<file path="src/rtl/mini_tile_cfg.svh">
/*
 * Mini tile configuration
 * Data width, register count, reorder buffer depth, lane count and MUL latency
 */

`ifndef MINI_TILE_CFG_SVH
`define MINI_TILE_CFG_SVH

`define TILE_XLEN      16
`define TILE_REG_NUM   16
`define TILE_ROB_DEPTH 8
`define TILE_LANE_NUM  2

// Cycles from issue to done for MUL, at least 2
`define TILE_MUL_LAT   3

`endif

</file>
<file path="src/rtl/mini_tile_pkg.sv">
/*
 * Mini tile package
 * Opcodes, the two views of the instruction word and shared data types
 */

`include "mini_tile_cfg.svh"

package mini_tile_pkg;

  typedef logic [`TILE_XLEN-1:0]               xdata_t;
  typedef logic [3:0]                          reg_idx_t;
  typedef logic [$clog2(`TILE_ROB_DEPTH)-1:0] rob_tag_t;

  // Codes not listed are illegal
  typedef enum logic [3:0] {
    OP_ADD  = 4'd0,
    OP_SUB  = 4'd1,
    OP_AND  = 4'd2,
    OP_OR   = 4'd3,
    OP_XOR  = 4'd4,
    OP_MUL  = 4'd5,
    OP_ADDI = 4'd8,
    OP_XORI = 4'd9
  } op_e;

  typedef struct packed {
    op_e      op;
    reg_idx_t rd;
    reg_idx_t rs1;
    reg_idx_t rs2;
  } inst_r_t;

  typedef struct packed {
    op_e               op;
    reg_idx_t          rd;
    reg_idx_t          rs1;
    logic signed [3:0] imm;
  } inst_i_t;

  typedef union packed {
    inst_r_t r;
    inst_i_t i;
  } inst_u;

endpackage

</file>
<file path="src/rtl/alu_lane.sv">
/*
 * Integer execution lane
 * Single-cycle logic and arithmetic, multi-cycle MUL, done report per op
 */

`timescale 1ns/1ns
`include "mini_tile_cfg.svh"

module alu_lane import mini_tile_pkg::*; (
  input  logic     i_clk,
  input  logic     i_rst_n,
  input  logic     i_iss_valid,
  input  op_e      i_iss_op,
  input  xdata_t   i_iss_a,
  input  xdata_t   i_iss_b,
  input  rob_tag_t i_iss_tag,
  output logic     o_busy,
  output logic     o_done_valid,
  output rob_tag_t o_done_tag,
  output xdata_t   o_done_data
);

  localparam int CNT_W = $clog2(`TILE_MUL_LAT + 1);

  logic [CNT_W-1:0] r_cnt;
  logic             r_done_valid;
  rob_tag_t         r_done_tag;
  xdata_t           r_done_data;
  xdata_t           r_mul_a;
  xdata_t           r_mul_b;

  logic             w_is_mul;
  logic             w_mul_last;
  xdata_t           w_result;
  xdata_t           w_product;

  assign w_is_mul   = (i_iss_op == OP_MUL);
  assign w_mul_last = (r_cnt == CNT_W'(1));
  // Low half of the product, from the held operands
  assign w_product  = r_mul_a * r_mul_b;

  always_comb begin
    case (i_iss_op)
      OP_ADD, OP_ADDI: w_result = i_iss_a + i_iss_b;
      OP_SUB:          w_result = i_iss_a - i_iss_b;
      OP_AND:          w_result = i_iss_a & i_iss_b;
      OP_OR:           w_result = i_iss_a | i_iss_b;
      OP_XOR, OP_XORI: w_result = i_iss_a ^ i_iss_b;
      default:         w_result = '0;
    endcase
  end

  // ------------------------------
  // MUL counter and done pulse
  // ------------------------------
  always_ff @(posedge i_clk) begin
    if (!i_rst_n) begin
      r_cnt        <= '0;
      r_done_valid <= 1'b0;
    end else begin
      if (i_iss_valid && w_is_mul) begin
        r_cnt <= CNT_W'(`TILE_MUL_LAT - 1);
      end else if (r_cnt != '0) begin
        r_cnt <= r_cnt - 1'b1;
      end
      r_done_valid <= (i_iss_valid && !w_is_mul) || w_mul_last;
    end
  end

  always_ff @(posedge i_clk) begin
    if (i_iss_valid) begin
      r_done_tag  <= i_iss_tag;
      r_done_data <= w_result;
      r_mul_a     <= i_iss_a;
      r_mul_b     <= i_iss_b;
    end else if (w_mul_last) begin
      r_done_data <= w_product;
    end
  end

  assign o_busy       = (r_cnt != '0);
  assign o_done_valid = r_done_valid;
  assign o_done_tag   = r_done_tag;
  assign o_done_data  = r_done_data;

endmodule

</file>
<file path="src/rtl/mini_tile.sv">
/*
 * Mini tile top
 * Dispatcher, integer lanes, reorder buffer and register file
 */

`timescale 1ns/1ns
`include "mini_tile_cfg.svh"

module mini_tile import mini_tile_pkg::*; (
  input  logic     i_clk,
  input  logic     i_rst_n,
  input  logic     i_req,
  input  inst_u    i_inst,
  output logic     o_ack,
  output logic     o_cmt_valid,
  output reg_idx_t o_cmt_rd,
  output xdata_t   o_cmt_data
);

  // ------------------------------
  // Tile wires
  // ------------------------------
  reg_idx_t                  w_rs1;
  reg_idx_t                  w_rs2;
  xdata_t                    w_rs1_data;
  xdata_t                    w_rs2_data;
  logic                      w_full;
  rob_tag_t                  w_alloc_tag;
  logic                      w_alloc_valid;
  reg_idx_t                  w_alloc_rd;
  rob_tag_t                  w_cmt_tag;
  logic [`TILE_LANE_NUM-1:0] w_lane_busy;
  logic [`TILE_LANE_NUM-1:0] w_iss_valid;
  op_e                       w_iss_op;
  xdata_t                    w_iss_a;
  xdata_t                    w_iss_b;
  rob_tag_t                  w_iss_tag;
  logic                      w_done_valid [`TILE_LANE_NUM];
  rob_tag_t                  w_done_tag   [`TILE_LANE_NUM];
  xdata_t                    w_done_data  [`TILE_LANE_NUM];

  tile_dispatch u_dispatch (
    .i_clk        (i_clk),
    .i_rst_n      (i_rst_n),
    .i_req        (i_req),
    .i_inst       (i_inst),
    .o_ack        (o_ack),
    .o_rs1        (w_rs1),
    .o_rs2        (w_rs2),
    .i_rs1_data   (w_rs1_data),
    .i_rs2_data   (w_rs2_data),
    .i_full       (w_full),
    .i_alloc_tag  (w_alloc_tag),
    .o_alloc_valid(w_alloc_valid),
    .o_alloc_rd   (w_alloc_rd),
    .i_lane_busy  (w_lane_busy),
    .o_iss_valid  (w_iss_valid),
    .o_iss_op     (w_iss_op),
    .o_iss_a      (w_iss_a),
    .o_iss_b      (w_iss_b),
    .o_iss_tag    (w_iss_tag),
    .i_cmt_valid  (o_cmt_valid),
    .i_cmt_tag    (w_cmt_tag),
    .i_cmt_rd     (o_cmt_rd)
  );

  generate for (genvar g = 0; g < `TILE_LANE_NUM; g++) begin : lane_loop
    alu_lane u_lane (
      .i_clk       (i_clk),
      .i_rst_n     (i_rst_n),
      .i_iss_valid (w_iss_valid[g]),
      .i_iss_op    (w_iss_op),
      .i_iss_a     (w_iss_a),
      .i_iss_b     (w_iss_b),
      .i_iss_tag   (w_iss_tag),
      .o_busy      (w_lane_busy[g]),
      .o_done_valid(w_done_valid[g]),
      .o_done_tag  (w_done_tag[g]),
      .o_done_data (w_done_data[g])
    );
  end
  endgenerate

  reorder_buffer u_rob (
    .i_clk        (i_clk),
    .i_rst_n      (i_rst_n),
    .i_alloc_valid(w_alloc_valid),
    .i_alloc_rd   (w_alloc_rd),
    .o_alloc_tag  (w_alloc_tag),
    .o_full       (w_full),
    .i_done_valid (w_done_valid),
    .i_done_tag   (w_done_tag),
    .i_done_data  (w_done_data),
    .o_cmt_valid  (o_cmt_valid),
    .o_cmt_tag    (w_cmt_tag),
    .o_cmt_rd     (o_cmt_rd),
    .o_cmt_data   (o_cmt_data)
  );

  phy_regfile u_regfile (
    .i_clk     (i_clk),
    .i_rst_n   (i_rst_n),
    .i_rs1     (w_rs1),
    .i_rs2     (w_rs2),
    .o_rs1_data(w_rs1_data),
    .o_rs2_data(w_rs2_data),
    .i_wr_valid(o_cmt_valid),
    .i_wr_rd   (o_cmt_rd),
    .i_wr_data (o_cmt_data)
  );

endmodule

</file>
<file path="src/rtl/phy_regfile.sv">
/*
 * Integer register file
 * Two combinational read ports, one write port fed by commit
 */

`timescale 1ns/1ns
`include "mini_tile_cfg.svh"

module phy_regfile import mini_tile_pkg::*; (
  input  logic     i_clk,
  input  logic     i_rst_n,
  input  reg_idx_t i_rs1,
  input  reg_idx_t i_rs2,
  output xdata_t   o_rs1_data,
  output xdata_t   o_rs2_data,
  input  logic     i_wr_valid,
  input  reg_idx_t i_wr_rd,
  input  xdata_t   i_wr_data
);

  xdata_t r_regs [`TILE_REG_NUM];

  always_ff @(posedge i_clk) begin
    if (!i_rst_n) begin
      for (int r = 0; r < `TILE_REG_NUM; r++) begin
        r_regs[r] <= '0;
      end
    end else if (i_wr_valid && (i_wr_rd != '0)) begin
      r_regs[i_wr_rd] <= i_wr_data;
    end
  end

  // r0 is hardwired to zero
  assign o_rs1_data = (i_rs1 == '0) ? '0 : r_regs[i_rs1];
  assign o_rs2_data = (i_rs2 == '0) ? '0 : r_regs[i_rs2];

endmodule

</file>
<file path="src/rtl/reorder_buffer.sv">
/*
 * Reorder buffer
 * Tracks in-flight results, collects lane done reports, commits in order
 */

`timescale 1ns/1ns
`include "mini_tile_cfg.svh"

module reorder_buffer import mini_tile_pkg::*; (
  input  logic     i_clk,
  input  logic     i_rst_n,
  input  logic     i_alloc_valid,
  input  reg_idx_t i_alloc_rd,
  output rob_tag_t o_alloc_tag,
  output logic     o_full,
  input  logic     i_done_valid [`TILE_LANE_NUM],
  input  rob_tag_t i_done_tag   [`TILE_LANE_NUM],
  input  xdata_t   i_done_data  [`TILE_LANE_NUM],
  output logic     o_cmt_valid,
  output rob_tag_t o_cmt_tag,
  output reg_idx_t o_cmt_rd,
  output xdata_t   o_cmt_data
);

  localparam int CNT_W = $clog2(`TILE_ROB_DEPTH + 1);

  rob_tag_t                   r_head;
  rob_tag_t                   r_tail;
  logic [CNT_W-1:0]           r_cnt;
  logic [`TILE_ROB_DEPTH-1:0] r_done;
  reg_idx_t                   r_rd   [`TILE_ROB_DEPTH];
  xdata_t                     r_data [`TILE_ROB_DEPTH];

  logic                       w_cmt;

  // ------------------------------
  // Status
  // ------------------------------
  assign o_alloc_tag = r_tail;
  assign o_full      = (r_cnt == CNT_W'(`TILE_ROB_DEPTH));

  // Head leaves once its result is in
  assign w_cmt = (r_cnt != '0) && r_done[r_head];

  assign o_cmt_valid = w_cmt;
  assign o_cmt_tag   = r_head;
  assign o_cmt_rd    = r_rd[r_head];
  assign o_cmt_data  = r_data[r_head];

  // ------------------------------
  // Pointers and done bits
  // ------------------------------
  always_ff @(posedge i_clk) begin
    if (!i_rst_n) begin
      r_head <= '0;
      r_tail <= '0;
      r_cnt  <= '0;
      r_done <= '0;
    end else begin
      if (i_alloc_valid) begin
        r_done[r_tail] <= 1'b0;
        r_tail         <= r_tail + 1'b1;
      end

      // Lanes never share a tag
      for (int l = 0; l < `TILE_LANE_NUM; l++) begin
        if (i_done_valid[l]) begin
          r_done[i_done_tag[l]] <= 1'b1;
        end
      end

      if (w_cmt) begin
        r_done[r_head] <= 1'b0;
        r_head         <= r_head + 1'b1;
      end

      r_cnt <= r_cnt + CNT_W'(i_alloc_valid) - CNT_W'(w_cmt);
    end
  end

  // ------------------------------
  // Entry payload
  // ------------------------------
  always_ff @(posedge i_clk) begin
    if (i_alloc_valid) begin
      r_rd[r_tail] <= i_alloc_rd;
    end
    for (int l = 0; l < `TILE_LANE_NUM; l++) begin
      if (i_done_valid[l]) begin
        r_data[i_done_tag[l]] <= i_done_data[l];
      end
    end
  end

endmodule

</file>
<file path="src/rtl/tile_dispatch.sv">
/*
 * Tile dispatcher
 * Four-phase intake, scoreboard, operand read and issue to the lowest free lane
 */

`timescale 1ns/1ns
`include "mini_tile_cfg.svh"

module tile_dispatch import mini_tile_pkg::*; (
  input  logic                      i_clk,
  input  logic                      i_rst_n,
  input  logic                      i_req,
  input  inst_u                     i_inst,
  output logic                      o_ack,
  output reg_idx_t                  o_rs1,
  output reg_idx_t                  o_rs2,
  input  xdata_t                    i_rs1_data,
  input  xdata_t                    i_rs2_data,
  input  logic                      i_full,
  input  rob_tag_t                  i_alloc_tag,
  output logic                      o_alloc_valid,
  output reg_idx_t                  o_alloc_rd,
  input  logic [`TILE_LANE_NUM-1:0] i_lane_busy,
  output logic [`TILE_LANE_NUM-1:0] o_iss_valid,
  output op_e                       o_iss_op,
  output xdata_t                    o_iss_a,
  output xdata_t                    o_iss_b,
  output rob_tag_t                  o_iss_tag,
  input  logic                      i_cmt_valid,
  input  rob_tag_t                  i_cmt_tag,
  input  reg_idx_t                  i_cmt_rd
);

  logic                      r_ack;
  logic [`TILE_REG_NUM-1:0]  r_pend;
  rob_tag_t                  r_tag [`TILE_REG_NUM];

  logic                      w_is_imm;
  logic                      w_src_pend;
  logic [`TILE_LANE_NUM-1:0] w_lane_free;
  logic [`TILE_LANE_NUM-1:0] w_sel_oh;
  logic                      w_accept;
  reg_idx_t                  w_rd;
  xdata_t                    w_imm_ext;

  // ------------------------------
  // Decode
  // ------------------------------
  assign w_is_imm  = (i_inst.r.op == OP_ADDI) || (i_inst.r.op == OP_XORI);
  assign w_rd      = i_inst.r.rd;
  assign w_imm_ext = {{(`TILE_XLEN-4){i_inst.i.imm[3]}}, i_inst.i.imm};

  assign o_rs1 = i_inst.r.rs1;
  assign o_rs2 = i_inst.r.rs2;

  // rs2 field holds the immediate in the I form
  assign w_src_pend = r_pend[i_inst.r.rs1] || (!w_is_imm && r_pend[i_inst.r.rs2]);

  // Lowest set bit of the free mask
  assign w_lane_free = ~i_lane_busy;
  assign w_sel_oh    = w_lane_free & (~w_lane_free + 1'b1);

  assign w_accept = i_req && !r_ack && !i_full && (|w_lane_free) && !w_src_pend;

  // ------------------------------
  // Allocate and issue
  // ------------------------------
  assign o_alloc_valid = w_accept;
  assign o_alloc_rd    = w_rd;

  assign o_iss_valid = w_accept ? w_sel_oh : '0;
  assign o_iss_op    = i_inst.r.op;
  assign o_iss_a     = i_rs1_data;
  assign o_iss_b     = w_is_imm ? w_imm_ext : i_rs2_data;
  assign o_iss_tag   = i_alloc_tag;

  assign o_ack = r_ack;

  // ------------------------------
  // Handshake and scoreboard
  // ------------------------------
  always_ff @(posedge i_clk) begin
    if (!i_rst_n) begin
      r_ack  <= 1'b0;
      r_pend <= '0;
    end else begin
      if (w_accept) begin
        r_ack <= 1'b1;
      end else if (r_ack && !i_req) begin
        r_ack <= 1'b0;
      end

      // Only the newest writer clears the bit
      if (i_cmt_valid && (r_tag[i_cmt_rd] == i_cmt_tag)) begin
        r_pend[i_cmt_rd] <= 1'b0;
      end
      // r0 never waits
      if (w_accept && (w_rd != '0)) begin
        r_pend[w_rd] <= 1'b1;
      end
    end
  end

  always_ff @(posedge i_clk) begin
    if (w_accept) begin
      r_tag[w_rd] <= i_alloc_tag;
    end
  end

endmodule

</file>
<file path="config.mk">
export PLATFORM = sky130hd
export DESIGN_NAME = mini_tile
export DESIGN_NICKNAME = d
export VERILOG_FILES = /design/src/rtl/mini_tile_pkg.sv /design/src/rtl/alu_lane.sv /design/src/rtl/mini_tile.sv /design/src/rtl/phy_regfile.sv /design/src/rtl/reorder_buffer.sv /design/src/rtl/tile_dispatch.sv
export VERILOG_INCLUDE_DIRS = /design/src /design/src/rtl
export SDC_FILE = /design/constraint.sdc
export NUM_CORES = 2
export LEC_CHECK = 0
export BUFFER_PORTS_ARGS = -buffer_cell sky130_fd_sc_hd__buf_2
export CORE_AREA = 2 2 244 270
export CTS_CLUSTER_DIAMETER = 100
export DETAILED_ROUTE_END_ITERATION = 6
export DIE_AREA = 0 0 246 272
export GPL_TIMING_DRIVEN = 1
export PLACE_DENSITY = 0.84
export RECOVER_POWER = 50
export SLEW_MARGIN = 20
export SYNTH_ARGS = -nofsm -noshare
export SYNTH_HDL_FRONTEND = slang
export SYNTH_SLANG_ARGS = --single-unit
export TNS_END_PERCENT = 5
</file>
<file path="constraint.sdc">
create_clock -name i_clk -period 6.7 [get_ports i_clk]
set_input_delay 0.67 -clock i_clk [delete_from_list [all_inputs] [get_ports i_clk]]
set_output_delay 0.67 -clock i_clk [all_outputs]
set_load 0.05 [all_outputs]
</file>
==> impl_metrics.json <==
{
  "power_density_nw_per_um2": 380,
  "place_area_um2": 39400,
  "cp_max_fo": 20,
  "dr_total_vias": 25900,
  "grt_pass1_vias": 27400,
  "fin_tns_setup_ns": 0,
  "ios": 41,
  "clk_pin_slew_ns": 0.07,
  "yosysWarnings": 0,
  "max_freq_ghz": 0.162,
  "synthArstFlopShare_pct": 0,
  "synthToLayoutAreaGrowth_pct": 8.12,
  "routedWlPerCell_um": 26.2,
  "ys_seq_area_share_pct": 46.8,
  "cts_made_buffers": 59,
  "rows": 98,
  "fin_ws_ns": 0.533,
  "setup_viol": 0,
  "grt_pass1_wl_um": 158000,
  "fillerInstances": 4561,
  "synth_seq_cells": 610,
  "synth_top_cell_by_area": "edfxtp_1",
  "cts-root-buf": "clkbuf_16",
  "crit_arrival_ns": 6.48,
  "firstDrtPassIters": 6,
  "leakage_nw": 16.0,
  "path_class": "input pin to register",
  "ant_nets": 0,
  "fin_area_um2": 41300,
  "cts_setup_buffers": 0,
  "min_period_ns": 6.17,
  "antenna_found_initial": 3,
  "cts_hold_buf": 0,
  "violations": "max-capacitance violations, max-slew violations",
  "fin_skew_ns": 0.0567,
  "max-clock-path-buffers": 3,
  "rsz0062_at_grt": "false",
  "drcViolationCount": 0,
  "status": "finished, violations left",
  "reg2reg_slack_ns": 0.70,
  "post_cts_resized": 0,
  "endpoint_kind": "register",
  "cts_tree": "built",
  "avgViaCountPerCell": 6.56,
  "cts.sinks": 610,
  "yosys.area.top_type_share_pct": 44.5,
  "vdd_drop_max_v": 0.000951,
  "die_x_um": 246,
  "layout.nets": 3392,
  "track_usage_pct": 31.4,
  "fin_crit_sh_pct": 92.1,
  "drt_iter0_markers": 3332,
  "routed_wl_um": 103000,
  "finalHoldViolCount": 0,
  "netlist_top_cells_area": "edfxtp_1 (45%), mux4_2 (11%), fa_1 (8.5%)",
  "drive_above_1_share_pct": 17.1,
  "syn_inst": 3034,
  "io_buffers": 40,
  "initial_core_util_pct": 59.3,
  "h-tree-depth": 2,
  "pre_cts_ws_ns": 0.786,
  "die_h_um": 272,
  "synth.cell_area_um2": 38200,
  "worst_pin_slew_ns": 2.33,
  "required_ns": 7.02,
  "synth_cell_types": 82,
  "ys.flop_type": "edfxtp_1",
  "die-area_um2": 66900,
  "grt.overflow.total": 0,
  "cap_violations": 5,
  "syn_avg_cell_area_um2": 12.6,
  "grt_max_degree": 66,
  "cp-start-kind": "input pin",
  "place.gp.congestion": 0.939,
  "slew_headroom_pct": -55.1,
  "hold_path.class": "input pin to register",
  "coreArea_um2": 64400,
  "synth_common_cells": "edfxtp_1 (566), nor2_1 (332), inv_1 (303)",
  "yosysMostFrequentCell": "edfxtp_1",
  "synth-edff-count": 566,
  "clock_latency_ns": 0.65,
  "hpwl_um": 69700,
  "drv_slew": 104
}
-- logic make-up after synthesis --
group                      synth area share [%]
other                                   0.00983
DFF                                        46.8
buffers and inverters                      4.84
muxes                                      17.2
AOI/OAI and AO/OA                          4.70
and+or+nand+nor                            10.3
xor gates and xnor gates                   2.59
adders and majority gates                  13.5
-- cell usage in the layout, fill, tap and decap left out, types with 29 or more instances in the layout --
cell type,synthesis,final
edfxtp_1,566,566
xor2_1,32,32
nor2_1,332,332
a21oi_1,56,55
xnor2_1,81,81
nand2_1,268,268
buf_4,5,48
buf_2,11,29
o21ai_0,35,41
and2_1,135,135
mux4_2,178,178
ha_1,154,154
dfxtp_1,44,43
fa_1,162,162
a31oi_1,30,30
clkbuf_1,116,34
mux2_2,155,153
mux2i_1,61,47
clkbuf_16,0,60
inv_1,303,304
-- power by group --
group / switching (mW) / total (mW) / leakage, nW / internal, mW
clock network: 1.47 / 3.45 / 0.957 / 1.98
logic: 4.13 / 7.24 / 9.24 / 3.11
registers: 0.315 / 5.00 / 5.82 / 4.68
total: 5.92 / 15.7 / 16.0 / 9.77
-- through the flow --
stage          std cells  total power, mW  hold slack (ns)  util [%]
6_report            3952             15.7            0.322      64.1
3_5_place_dp        3845             12.1            0.440      61.2
4_1_cts             3949             15.7            0.304      64.3
3_3_place_gp        3845             11.9            0.439      61.2
2_1_floorplan       3049             10.2            0.422         -
5_1_grt             3952             16.6            0.307      64.1
-- state kept, by name (all words and copies together) (netlist names), named ones only --
name,cells
u_regfile.r_regs,256
u_rob.r_data,128
u_dispatch.r_tag,48
lane_loop.u_lane.o_done_data,32
lane_loop.u_lane.r_mul_a,32
lane_loop.u_lane.r_mul_b,32
u_rob.r_rd,32
u_dispatch.r_pend,16
u_rob.r_done,8
lane_loop.u_lane.o_done_tag,6
lane_loop.u_lane.r_cnt,4
u_rob.r_cnt,4
u_rob.o_alloc_tag,3
u_rob.o_cmt_tag,3
lane_loop.u_lane.o_done_valid,2
u_dispatch.o_ack,1
-- routing by layer --
layer,wire length [um],share of wire (%),up-vias,track usage [%]
met5,13,0.013,-,0
met4,5770,5.6,2,17.4
met3,11500,11,454,7.03
met2,51300,50,1814,52.5
met1,34900,34,12800,37.9
li1,-,-,10800,-
-- critical path: stages --
cell and delay, ns:
clkbuf_1 0.94, clkinv_1 0.32, clkbuf_1 0.41, nor3_1 0.29
buf_4 0.23, a22o_1 0.20, a211o_1 0.26, inv_1 0.10
ha_1 0.28, nor2_1 0.04, a21oi_1 0.21, inv_1 0.08
ha_1 0.27, nor2b_1 0.13, o21a_1 0.18, o21ai_0 0.27
a21oi_1 0.18, a41oi_1 0.30, a21oi_1 0.18, xor2_1 0.17
a221oi_1 0.60, a21oi_1 0.15
-- worst paths after layout --
check,startpoint,endpoint,cells past startpoint
max reg2reg,register,u_regfile.r_regs[2][14],7
min reg2reg,u_dispatch.r_pend[0],u_dispatch.r_pend[0],2
max,i_inst[3],lane_loop[1].u_lane.o_done_data[11],22
min,i_req,u_dispatch.o_ack,3
-- cell type report --
cell class	instances	area [um^2]	share of cell area (%)
antenna	2	5.00	0.0121
tap	850	1060	2.58
clock inverter	36	437	1.06
clock buffer	68	1530	3.71
timing repair buffer	105	643	1.56
inverter	309	1160	2.81
sequential	610	17900	43.3
multi-input combinational	1972	18500	44.9
(Power assumes the default switching activity.)
